**src/verilog/cache_geom_pkg.sv**
```systemverilog
package cache_geom_pkg;

   // byte address of the processor port
   localparam int addr_width = 16;

   // address split: tag | index | byte in line
   localparam int offset_width = 4;
   localparam int index_width = 5;
   localparam int tag_width = addr_width - index_width - offset_width;

   // line geometry
   localparam int line_bytes = 1 << offset_width;
   localparam int line_width = line_bytes * 8;
   localparam int num_lines = 1 << index_width;

   // one write enable per byte lane of a line
   typedef logic [line_bytes-1:0] byte_mask_t;

   // field view of an address
   // msb first, so tag sits in [15:9] and offset in [3:0]
   typedef struct packed
   {
      logic [tag_width-1:0]    tag;
      logic [index_width-1:0]  index;
      logic [offset_width-1:0] offset;
   } addr_fields_t;

   // one address word, seen raw or split into fields
   typedef union packed
   {
      logic [addr_width-1:0] raw;
      addr_fields_t          f;
   } cache_addr_u;

endpackage

```
**src/verilog/tag_store.sv**
```systemverilog
`timescale 1ns/100ps

module tag_store
(
   input  logic                                 CLK,
   input  logic                                 reset,
   input  logic [cache_geom_pkg::index_width-1:0] index,
   input  logic [cache_geom_pkg::tag_width-1:0]   tag,
   input  logic                                 tag_write,
   output logic                                 hit,
   output logic                                 evict,
   output logic [cache_geom_pkg::tag_width-1:0]   victim_tag
);

   import cache_geom_pkg::*;

   // tag per line
   logic [tag_width-1:0] tags [num_lines];
   // valid per line, kept apart so reset can clear it
   logic [num_lines-1:0] valid;
   logic                 line_valid;
   logic                 tag_match;

   // valid bits
   always_ff @(posedge CLK)
   begin
      if (reset)
      begin
         valid <= '0;
      end
      else if (tag_write)
      begin
         valid[index] <= 1'b1;
      end
   end

   // tag array
   always_ff @(posedge CLK)
   begin
      if (tag_write)
      begin
         tags[index] <= tag;
      end
   end

   // combinational lookup of the indexed line
   assign victim_tag = tags[index];
   assign line_valid = valid[index];
   assign tag_match = (victim_tag == tag);

   // valid and same tag
   assign hit = line_valid && tag_match;
   // valid but another tag, old line must go out first
   assign evict = line_valid && !tag_match;

endmodule

```
**config.mk**
```make
export PLATFORM = sky130hd
export DESIGN_NAME = tag_store
export DESIGN_NICKNAME = d
export VERILOG_FILES = /design/src/verilog/cache_geom_pkg.sv /design/src/verilog/tag_store.sv
export SDC_FILE = /design/constraint.sdc
export NUM_CORES = 1
export LEC_CHECK = 0
export ABC_AREA = 1
export BUFFER_PORTS_ARGS = -buffer_cell sky130_fd_sc_hd__buf_4
export CAP_MARGIN = 0
export CORE_MARGIN = 1.5
export CORE_UTILIZATION = 45
export CTS_BUF_LIST = sky130_fd_sc_hd__clkbuf_8
export DETAILED_ROUTE_END_ITERATION = 10
export PLACE_DENSITY_LB_ADDON = 0.15
export SLEW_MARGIN = 20
export SYNTH_ARGS = -nofsm -noshare
export SYNTH_HDL_FRONTEND = slang
export SYNTH_SLANG_ARGS = --single-unit
```
**constraint.sdc**
```tcl
create_clock -name CLK -period 7.2 [get_ports CLK]
set_clock_uncertainty 0.2 [all_clocks]
set_input_delay 2.16 -clock CLK [delete_from_list [all_inputs] [get_ports CLK]]
set_output_delay 2.16 -clock CLK [all_outputs]
set_load 0.02 [all_outputs]
```
==> results.tsv <==
stage	metric	value	unit
run_status	status	complete, no violations	
hold_path	min_path_type	flip-flop to flip-flop	
placed_design	hpwl	16100	um
clocking	cts_setup_buffers	0	
worst_setup_path	cp.required	4.84	ns
clocking	cts_tree	yes	
floorplanning	core_area	23400	um2
drt	postRouteWirelength	26600	um
yosys	netlist_instances	1071	
placed_design	io_buffers	23	
floorplanning	dieArea	24700	um2
sta	fin_crit_sh	91.9	%
clocking	holdBufCountCts	0	
drt	drc_errors	0	
worst_setup_path	regToRegEndpoint	valid[3]	
global_route	grt_pass1_wl	40100	um
sta	worst_pin_slew	0.859	ns
drt	ant_nets	0	
yosys	synth_fp_nets	1086	
worst_setup_path	crit_type	input port to output pin	
worst_setup_path	cp_slowest_stage_delay	0.39	ns
cells_and_area	fin_util	51.4	%
sta	slew_headroom	42.5	%
worst_setup_path	rr_startpoint	valid[3]	
cells_and_area	final_net_count	1130	
clocking	cts_sinks	256	
sta	setup_viol	0	
global_route	grt.total_usage	22.1	%
yosys	yosys_warnings	0	
pwr	power	3.09	mW
yosys	synth-seq-cells	256	
drt	wl_per_cell	18.1	um
yosys	yosysUniqueCellTypes	22	
clocking	clockRootBuffer	clkbuf_8	
clocking	cts_buffers	44	
pwr	total_leakage_power	5.00	nW
floorplanning	ios	24	
worst_setup_path	crit_top_cell	buf_4	
cells_and_area	n_antenna_cell	0	
worst_setup_path	crit_path_end_kind	output pin	
floorplanning	fp.dieH	157	um
drt	viasPerCell	4.94	
worst_setup_path	regToRegSetupSlack	6.41	ns
sta	fin_setup_tns	0	ns
sta	maxSlewViolCount	0	
floorplanning	num_rows	56	
clocking	post_cts_resized	0	
worst_setup_path	startpoint	index[0]	
worst_setup_path	crit_path_start_kind	input port	
cells_and_area	syn_to_final_growth	12.5	%
drt	drt_iter0_drc	575	
clocking	htreeDepth	2	
job	maxCapViolCount	0	
worst_setup_path	crit_slowest_cell	buf_4	
worst_setup_path	critical_path.max_fanout	35	
worst_setup_path	crit_chain	buf_4 > inv_2 > buf_4 > nor2_2 > a22oi_1 > nand2_1 > nand2_1 > nand3_1 > nor3_1 > nor2_1 > buf_4	
drt	first_pass_iters	5	
cells_and_area	layout-drive-gt1-share	10.2	%
global_route	grt_pass1_vias	7009	
pwr	power_density	257	nW/um2
floorplanning	start_util	45.7	%
clocking	clockBufferDepth	3	
global_route	antenna_found_initial	0	
sta	hold_viol	0	
global_route	grt_max_degree	44	
worst_setup_path	cp_data_arrival_time	4.26	ns
sta	min_period	6.62	ns
hold_path	worstHoldStart	valid[17]	
yosys	syn_area	10700	um2
worst_setup_path	reg2reg_depth	2	
placed_design	gp_congestion	0.898	
clocking	path_clk_slew	0.06	ns
yosys	ys_seq_area_share	68.8	%
clocking	clock_latency	0.53	ns
floorplanning	fp.dieW	157	um
sta	rsz0062_at_grt	no	
pwr	ir_drop	0.152	mV
sta	fmax	0.151	GHz
hold_path	whs_endpoint	valid[17]	
global_route	grt_overflow_total	0	
hold_path	hold_depth	2	
yosys	avgSynthCellArea	9.99	um2
drt	dr_total_vias	7258	
-- how the worst max path moves through the flow --
stage | to | depth (start not counted) | slack [ns]
6_report | evict | 11 | 0.58
5_1_grt | evict | 17 | 0.43
4_1_cts | evict | 11 | 0.63
3_5_place_dp | evict | 11 | 0.64
3_3_place_gp | evict | 11 | 0.68
2_1_floorplan | evict | 16 | 1.09
-- final cells by class --
cell class                      instances  area (um2)
Timing Repair Buffer                   40         338
Tap cell                              319         399
Multi-Input combinational cell        749        3000
Clock buffer                           51         702
Fill cell                            2229       11400
Clock inverter                         29         141
Inverter                               24        90.1
Sequential cell                       256        7370
-- per-stage QoR --
stage | instance area [um2] | hold slack [ns] | cells | setup WS, ns
2_1_floorplan | 10700 | 0.241 | 1071 | 1.09
3_3_place_gp | 11200 | 0.251 | 1388 | 0.677
3_5_place_dp | 11200 | 0.259 | 1388 | 0.636
4_1_cts | 12000 | 0.274 | 1468 | 0.627
5_1_grt | 12000 | 0.300 | 1468 | 0.431
6_report | 12000 | 0.270 | 1468 | 0.582
-- critical path: cells and delay by family --
kind                   cells  cell delay [ns]
and+or+nand+nor            6             1.02
buffers and inverters      4             0.84
AOI/OAI and AO/OA          1             0.21
-- cell families (layout without fill, tap and decap cells) --
logic type / after synthesis / after routing / share of synthesized area (%)
buf+inv: 66 / 144 / 3.11
flops: 256 / 256 / 68.8
simple gates: 732 / 732 / 26.9
compound gates: 17 / 17 / 1.17
-- layer usage --
| layer | track usage, % | vias up | wire length, um |
|---|---|---|---|
| met5 | 0 | - | 0 |
| met4 | 6.56 | 0 | 544 |
| met3 | 4.87 | 46 | 1730 |
| met2 | 35.2 | 195 | 12100 |
| met1 | 30.4 | 3434 | 12200 |
| li1 | - | 3583 | - |
-- synthesized netlist by cell type --
library cell / n / area share, %
buf_6: 5 / 0.53
dfxtp_1: 32 / 6.0
buf_2: 20 / 0.94
nor3_2: 9 / 0.84
buf_1: 2 / 0.070
nand4_1: 1 / 0.058
nand3_1: 24 / 1.1
clkinv_1: 1 / 0.035
inv_1: 20 / 0.70
inv_2: 3 / 0.11
nor2_2: 8 / 0.47
nand3_2: 1 / 0.094
clkbuf_1: 9 / 0.32
nor3_1: 2 / 0.094
a22oi_1: 16 / 1.1
edfxtp_1: 224 / 63
nand2_1: 576 / 20
a21oi_1: 1 / 0.047
buf_4: 6 / 0.42
nor2_4: 1 / 0.11
nor2_1: 109 / 3.8
nand3b_1: 1 / 0.070
-- registers in the layout, indices dropped and copies added, names as in the netlist --
name,cells
tags,224
valid,32
-- layout by cell type (no fill, tap or decap) --
master	count
a21oi_1	1
a22oi_1	16
buf_12	3
buf_4	37
bufinv_16	1
clkbuf_8	51
clkinv_1	2
clkinv_2	2
clkinvlp_4	1
dfxtp_1	32
edfxtp_1	224
inv_1	44
inv_2	3
nand2_1	576
nand3_1	24
nand3_2	1
nand3b_1	1
nand4_1	1
nor2_1	109
nor2_2	8
nor2_4	1
nor3_1	2
nor3_2	9
-- where the power goes --
part / internal, mW / switching [mW] / total (mW) / leakage, nW
Combinational: 0.0564 / 0.158 / 0.214 / 2.20
Clock: 0.678 / 0.561 / 1.24 / 0.518
Sequential: 1.63 / 0.00457 / 1.64 / 2.28
Note: power is estimated with default switching activity, not from simulation.
