--- config.mk ---
export PLATFORM = sky130hd
export DESIGN_NAME = cache_fsm
export DESIGN_NICKNAME = d
export VERILOG_FILES = /design/src/verilog/cache_geom_pkg.sv /design/src/verilog/cache_ctrl_pkg.sv /design/src/verilog/cache_fsm.sv
export SDC_FILE = /design/constraint.sdc
export NUM_CORES = 1
export LEC_CHECK = 0
export BUFFER_PORTS_ARGS = -buffer_cell sky130_fd_sc_hd__buf_2
export CAP_MARGIN = 10
export CORE_AREA = 2 2 39 41
export DETAILED_ROUTE_END_ITERATION = 16
export DIE_AREA = 0 0 41 43
export HOLD_SLACK_MARGIN = 0.12
export PLACE_DENSITY = 0.66
export SKIP_LAST_GASP = 1
export SLEW_MARGIN = 25
export SYNTH_ARGS = -nofsm -noshare
export SYNTH_HDL_FRONTEND = slang
export SYNTH_SLANG_ARGS = --single-unit
export TNS_END_PERCENT = 1
--- constraint.sdc ---
create_clock -name CLK -period 6.5 [get_ports CLK]
set_input_delay 0.65 -clock CLK [delete_from_list [all_inputs] [get_ports CLK]]
set_output_delay 0.65 -clock CLK [all_outputs]
set_load 0.05 [all_outputs]
--- src/verilog/cache_geom_pkg.sv ---
package cache_geom_pkg;

   // byte address of the processor port
   localparam int addr_width = 16;

   // address split: tag | index | byte in line
   localparam int offset_width = 4;
   localparam int index_width = 5;
   localparam int tag_width = addr_width - index_width - offset_width;

   // line geometry
   localparam int line_bytes = 1 << offset_width;
   localparam int line_width = line_bytes * 8;
   localparam int num_lines = 1 << index_width;

   // one write enable per byte lane of a line
   typedef logic [line_bytes-1:0] byte_mask_t;

   // field view of an address
   // msb first, so tag sits in [15:9] and offset in [3:0]
   typedef struct packed
   {
      logic [tag_width-1:0]    tag;
      logic [index_width-1:0]  index;
      logic [offset_width-1:0] offset;
   } addr_fields_t;

   // one address word, seen raw or split into fields
   typedef union packed
   {
      logic [addr_width-1:0] raw;
      addr_fields_t          f;
   } cache_addr_u;

endpackage

--- src/verilog/cache_ctrl_pkg.sv ---
package cache_ctrl_pkg;

   // one-hot controller state
   typedef logic [8:0] state_t;

   // bit positions of the one-hot states
   localparam int st_idle = 0;
   localparam int st_rd = 1;
   localparam int st_rd_hit = 2;
   localparam int st_rd_miss = 3;
   localparam int st_rd_evict = 4;
   localparam int st_wr = 5;
   localparam int st_wr_hit = 6;
   localparam int st_wr_miss = 7;
   localparam int st_wr_evict = 8;

   // full code of the idle state
   localparam state_t idle_state = state_t'(1) << st_idle;

   // processor request, held until ready
   // size: bit0 = 1 byte, bit1 = 2, bit2 = 4, bit3 = 8, zero = whole line
   typedef struct packed
   {
      logic                                    enable;
      logic                                    rw;
      logic [cache_geom_pkg::addr_width-1:0]   addr;
      logic [3:0]                              size;
      logic [cache_geom_pkg::line_width-1:0]   wdata;
   } cpu_req_t;

   // line-wide memory bus, wr high for a write-back
   typedef struct packed
   {
      logic                                    en;
      logic                                    wr;
      logic [cache_geom_pkg::addr_width-1:0]   addr;
      logic [cache_geom_pkg::line_width-1:0]   wdata;
   } bus_req_t;

   // control word decoded from the state
   typedef struct packed
   {
      logic fill;
      logic cpu_write;
      logic tag_write;
      logic write_back;
      logic bus_en;
      logic ready;
   } ctrl_t;

endpackage

--- src/verilog/cache_fsm.sv ---
`timescale 1ns/100ps

module cache_fsm
(
   input  logic                  CLK,
   input  logic                  reset,
   input  logic                  enable,
   input  logic                  rw,
   input  logic                  hit,
   input  logic                  evict,
   input  logic                  bus_r,
   output cache_ctrl_pkg::ctrl_t ctrl
);

   import cache_ctrl_pkg::*;

   state_t state;
   state_t next_state;

   // one term per incoming arc of each state
   always_comb
   begin
      next_state = '0;
      // idle holds until a request, hit states always return
      next_state[st_idle] = (state[st_idle] && !enable)
                            || state[st_rd_hit] || state[st_wr_hit];
      // request decode
      next_state[st_rd] = state[st_idle] && enable && !rw;
      next_state[st_wr] = state[st_idle] && enable && rw;
      // read side
      next_state[st_rd_hit] = (state[st_rd] && hit)
                              || (state[st_rd_miss] && bus_r);
      next_state[st_rd_miss] = (state[st_rd] && !hit && !evict)
                               || (state[st_rd_evict] && bus_r)
                               || (state[st_rd_miss] && !bus_r);
      next_state[st_rd_evict] = (state[st_rd] && !hit && evict)
                                || (state[st_rd_evict] && !bus_r);
      // write side, same shape
      next_state[st_wr_hit] = (state[st_wr] && hit)
                              || (state[st_wr_miss] && bus_r);
      next_state[st_wr_miss] = (state[st_wr] && !hit && !evict)
                               || (state[st_wr_evict] && bus_r)
                               || (state[st_wr_miss] && !bus_r);
      next_state[st_wr_evict] = (state[st_wr] && !hit && evict)
                                || (state[st_wr_evict] && !bus_r);
      // a broken code falls back to idle
      if (!$onehot(next_state))
      begin
         next_state = idle_state;
      end
   end

   // state step
   always_ff @(posedge CLK)
   begin
      if (reset)
      begin
         state <= idle_state;
      end
      else
      begin
         state <= next_state;
      end
   end

   // control decode, pure function of the state
   always_comb
   begin
      // line comes from the bus in the miss states
      ctrl.fill = state[st_rd_miss] || state[st_wr_miss];
      // processor bytes merged in only on a write hit
      ctrl.cpu_write = state[st_wr_hit];
      // tag and valid updated on every completion
      ctrl.tag_write = state[st_rd_hit] || state[st_wr_hit];
      // victim line out in the evict states
      ctrl.write_back = state[st_rd_evict] || state[st_wr_evict];
      // bus busy in miss and evict
      ctrl.bus_en = state[st_rd_miss] || state[st_wr_miss]
                    || state[st_rd_evict] || state[st_wr_evict];
      // one-cycle done pulse
      ctrl.ready = state[st_rd_hit] || state[st_wr_hit];
   end

endmodule

==> impl_metrics.csv <==
group,metric,value,unit
floorplanning,dieArea,1760,um^2
min_path,hold_end,"state[5]",
setup_path,required,6.65,ns
pwr,sw_frac_of_total,0.348,
yosys,synth_top_cell_by_area,"dfxtp_1",
pwr,p_leak,0.326,nW
floorplanning,num_rows,14,
pwr,clkPwrFrac,0.275,
clocking,clk_latency,0.26,ns
sta,tns,0,ns
setup_path,critPathCaptureType,"register",
grt,grt_pass1_vias,434,
sta,maxSlewHeadroom,0.797,
sta,final_max_slew_viol_count,0,
setup_path,startpoint_type,"input port",
yosys,synthTopCellsByArea,"dfxtp_1 32%, fa_1 18%, nor2b_1 10%",
setup_path,crit_buf_inv,4,
clocking,cts-htree-levels,1,
flow_run,timing.max_cap.violations,0,
outcome,status,"finished clean",
sta,setup_viol,0,
yosys,synth-seq-area-share,0.319,
sta,fmax,0.247,GHz
final_layout,n_antenna_cell,0,
final_layout,reg.largest.list,"state (9)",
yosys,ys_types,19,
setup_path,rrSetupSlack,2.51,ns
min_path,min_from,"state[0]",
yosys,synth-seq-cells,9,
clocking,cts-buffers-inserted,3,
place,place.port_buffers,12,
clocking,cts_sinks,9,
yosys,syn_area_per_cell,9.73,um^2
drt,avgRoutedWirePerCell,11.3,um
sta,min_period,4.05,ns
place,place_hpwl,863,um
final_layout,final_area,656,um^2
drt,drt-pass1-iter-count,4,
setup_path,rr_startpoint,"state[2]",
drt,ant_nets,0,
floorplanning,die_x,41,um
sta,post-route-period-util,0.624,
final_layout,drive_above_1_share,0.292,
clocking,cts_resized,0,
pwr,worst_ir_drop_vdd,0.0000923,V
place,dp_cells,84,
setup_path,crit_path_cell_trace,"buf_2, a22o_1, fa_1, inv_1, fa_1, inv_1, fa_1, fa_1, inv_1, fa_1, a211o_1, a211o_4, or2_1",
drt,drcViolationCount,0,
min_path,holdPathStages,2,
floorplanning,die_y,43,um
setup_path,r2r_cells,13,
grt,track_usage,0.150,
setup_path,path_class,"in2reg",
drt,first_iter_violations,7,
clocking,clk_path_buf_depth,2,
min_path,hold_path.class,"reg2reg",
setup_path,worstPathMaxFanout,9,
pwr,p_int,0.106,mW
yosys,syn-instance-count,58,
drt,via_count,438,
final_layout,syn2layout_area_growth,16.2,%
yosys,syn_area,564,um^2
clocking,postCtsHoldBufs,0,
final_layout,stdcell_count,88,
yosys,syn-num-nets,72,
final_layout,top_register,"state",
drt,totalWireLength,990,um
drt,via_per_inst,4.98,
pwr,p_seq_frac,0.379,
floorplanning,core,1380,um^2
setup_path,path_depth,13,
pwr,switching_power,0.0565,mW
clocking,clock-root-buffer,"clkbuf_4",
grt,grt_first_pass_wirelength,1730,um
place,dpl_cell_area,629,um^2
setup_path,crit_slowest_cell,"fa_1",
grt,grt_max_degree,10,
floorplanning,initial_utilization,0.408,
setup_path,cp.arrival,4.21,ns
grt,antenna_found_initial,0,
grt,gr-total-overflow,0,
pwr,pwr-share-comb,0.347,
floorplanning,top_level_ports,13,
final_layout,nNetsFinal,87,
sta,rsz0062_at_grt,"no",
yosys,synth-warning-count,0,
clocking,cts_tree,"built",
yosys,synth_top_area_frac,0.319,
pwr,p_per_area,248,nW/um^2
clocking,path_clk_slew,0.07,ns
final_layout,largest_register_ffs,9,
sta,hold_viol,0,
setup_path,reg2reg_to,"state[0]",
setup_path,path_delay_family,"adder cells",
sta,worstMarginPinSlew,0.305,ns
clocking,cts_setup_buffers,0,
place,routabilityCongestion,0.711,
setup_path,timing.critical_path.mode_cell,"fa_1",
sta,finClkSkew,0.00276,ns
setup_path,slowest_delay,0.56,ns
==> cell usage in the layout (no fill, tap or decap), drive strengths merged <==
cell type   n
buf        12
nor2b       9
dfxtp       9
inv         8
nor2        5
fa          5
or2         5
clkbuf      4
a221o       2
a22o        2
a21oi       2
ha          2
a211o       2
nand3       1
nand2       1
a21o        1
o211ai      1
nor3        1
==> worst min-delay path, cell delays in order, from the launching register on <==
cell     delay, ns
dfxtp_1       0.33
nand3_1       0.09
nor2_1        0.05
==> cell families after synthesis <==
| group | share of synthesized area |
|---|---|
| adders and majority gates | 0.222 |
| DFF | 0.319 |
| AOI/OAI and AO/OA | 0.157 |
| buffers and inverters | 0.0798 |
| and+or+nand+nor | 0.222 |
==> cell usage after synthesis, drive strengths merged <==
cell type and instances:
buf 2, fa 5, a211o 2, ha 2, a221o 2, a21oi 2, a21o 1, a22o 2
nand3 1, dfxtp 9, nor2b 9, nand2 1, o211ai 1, inv 8, nor2 5, or2 5
nor3 1
==> area by class of cell <==
cell class,instances,area (um^2)
Fill cell,139,728
Multi-Input combinational cell,39,339
Sequential cell,9,180
Timing Repair Buffer,12,60.1
Inverter,8,30.0
Clock buffer,4,26.3
Tap cell,16,20.0
==> stage by stage <==
| step | power, mW | util | worst slack [ns] | hold WS [ns] |
|---|---|---|---|---|
| 6_report | 0.162 | 0.474 | 2.45 | 0.503 |
| 5_1_grt | 0.176 | 0.474 | 2.33 | 0.548 |
| 4_1_cts | 0.164 | 0.474 | 2.44 | 0.500 |
| 3_5_place_dp | 0.119 | 0.455 | 2.15 | 0.494 |
| 3_3_place_gp | 0.118 | 0.455 | 2.22 | 0.488 |
| 2_1_floorplan | 0.105 | - | 2.51 | 0.465 |
==> metal layers <==
metal  wire length, um  global-route usage
met1               406               0.191
met2               539               0.225
met3                27              0.0209
met4                17              0.0933
met5                 0                   0
==> power by group through the flow <==
stage,Clock (mW),Sequential (mW),Combinational [mW]
after floorplan,0,0.0619,0.0430
after detailed placement,0,0.0626,0.0565
after CTS,0.0455,0.0614,0.0571
after global placement,0,0.0625,0.0552
after global routing,0.0494,0.0622,0.0647
final,0.0446,0.0614,0.0562
==> worst max-delay path by stage <==
stage,from,slack [ns],endpoint
floorplan,bus_r,2.51,state[0]
global placement,bus_r,2.22,state[0]
detailed placement,bus_r,2.15,state[0]
CTS,bus_r,2.44,state[0]
global route,bus_r,2.33,state[0]
finish,bus_r,2.45,state[0]
Note: power is estimated with default switching activity, not from simulation.
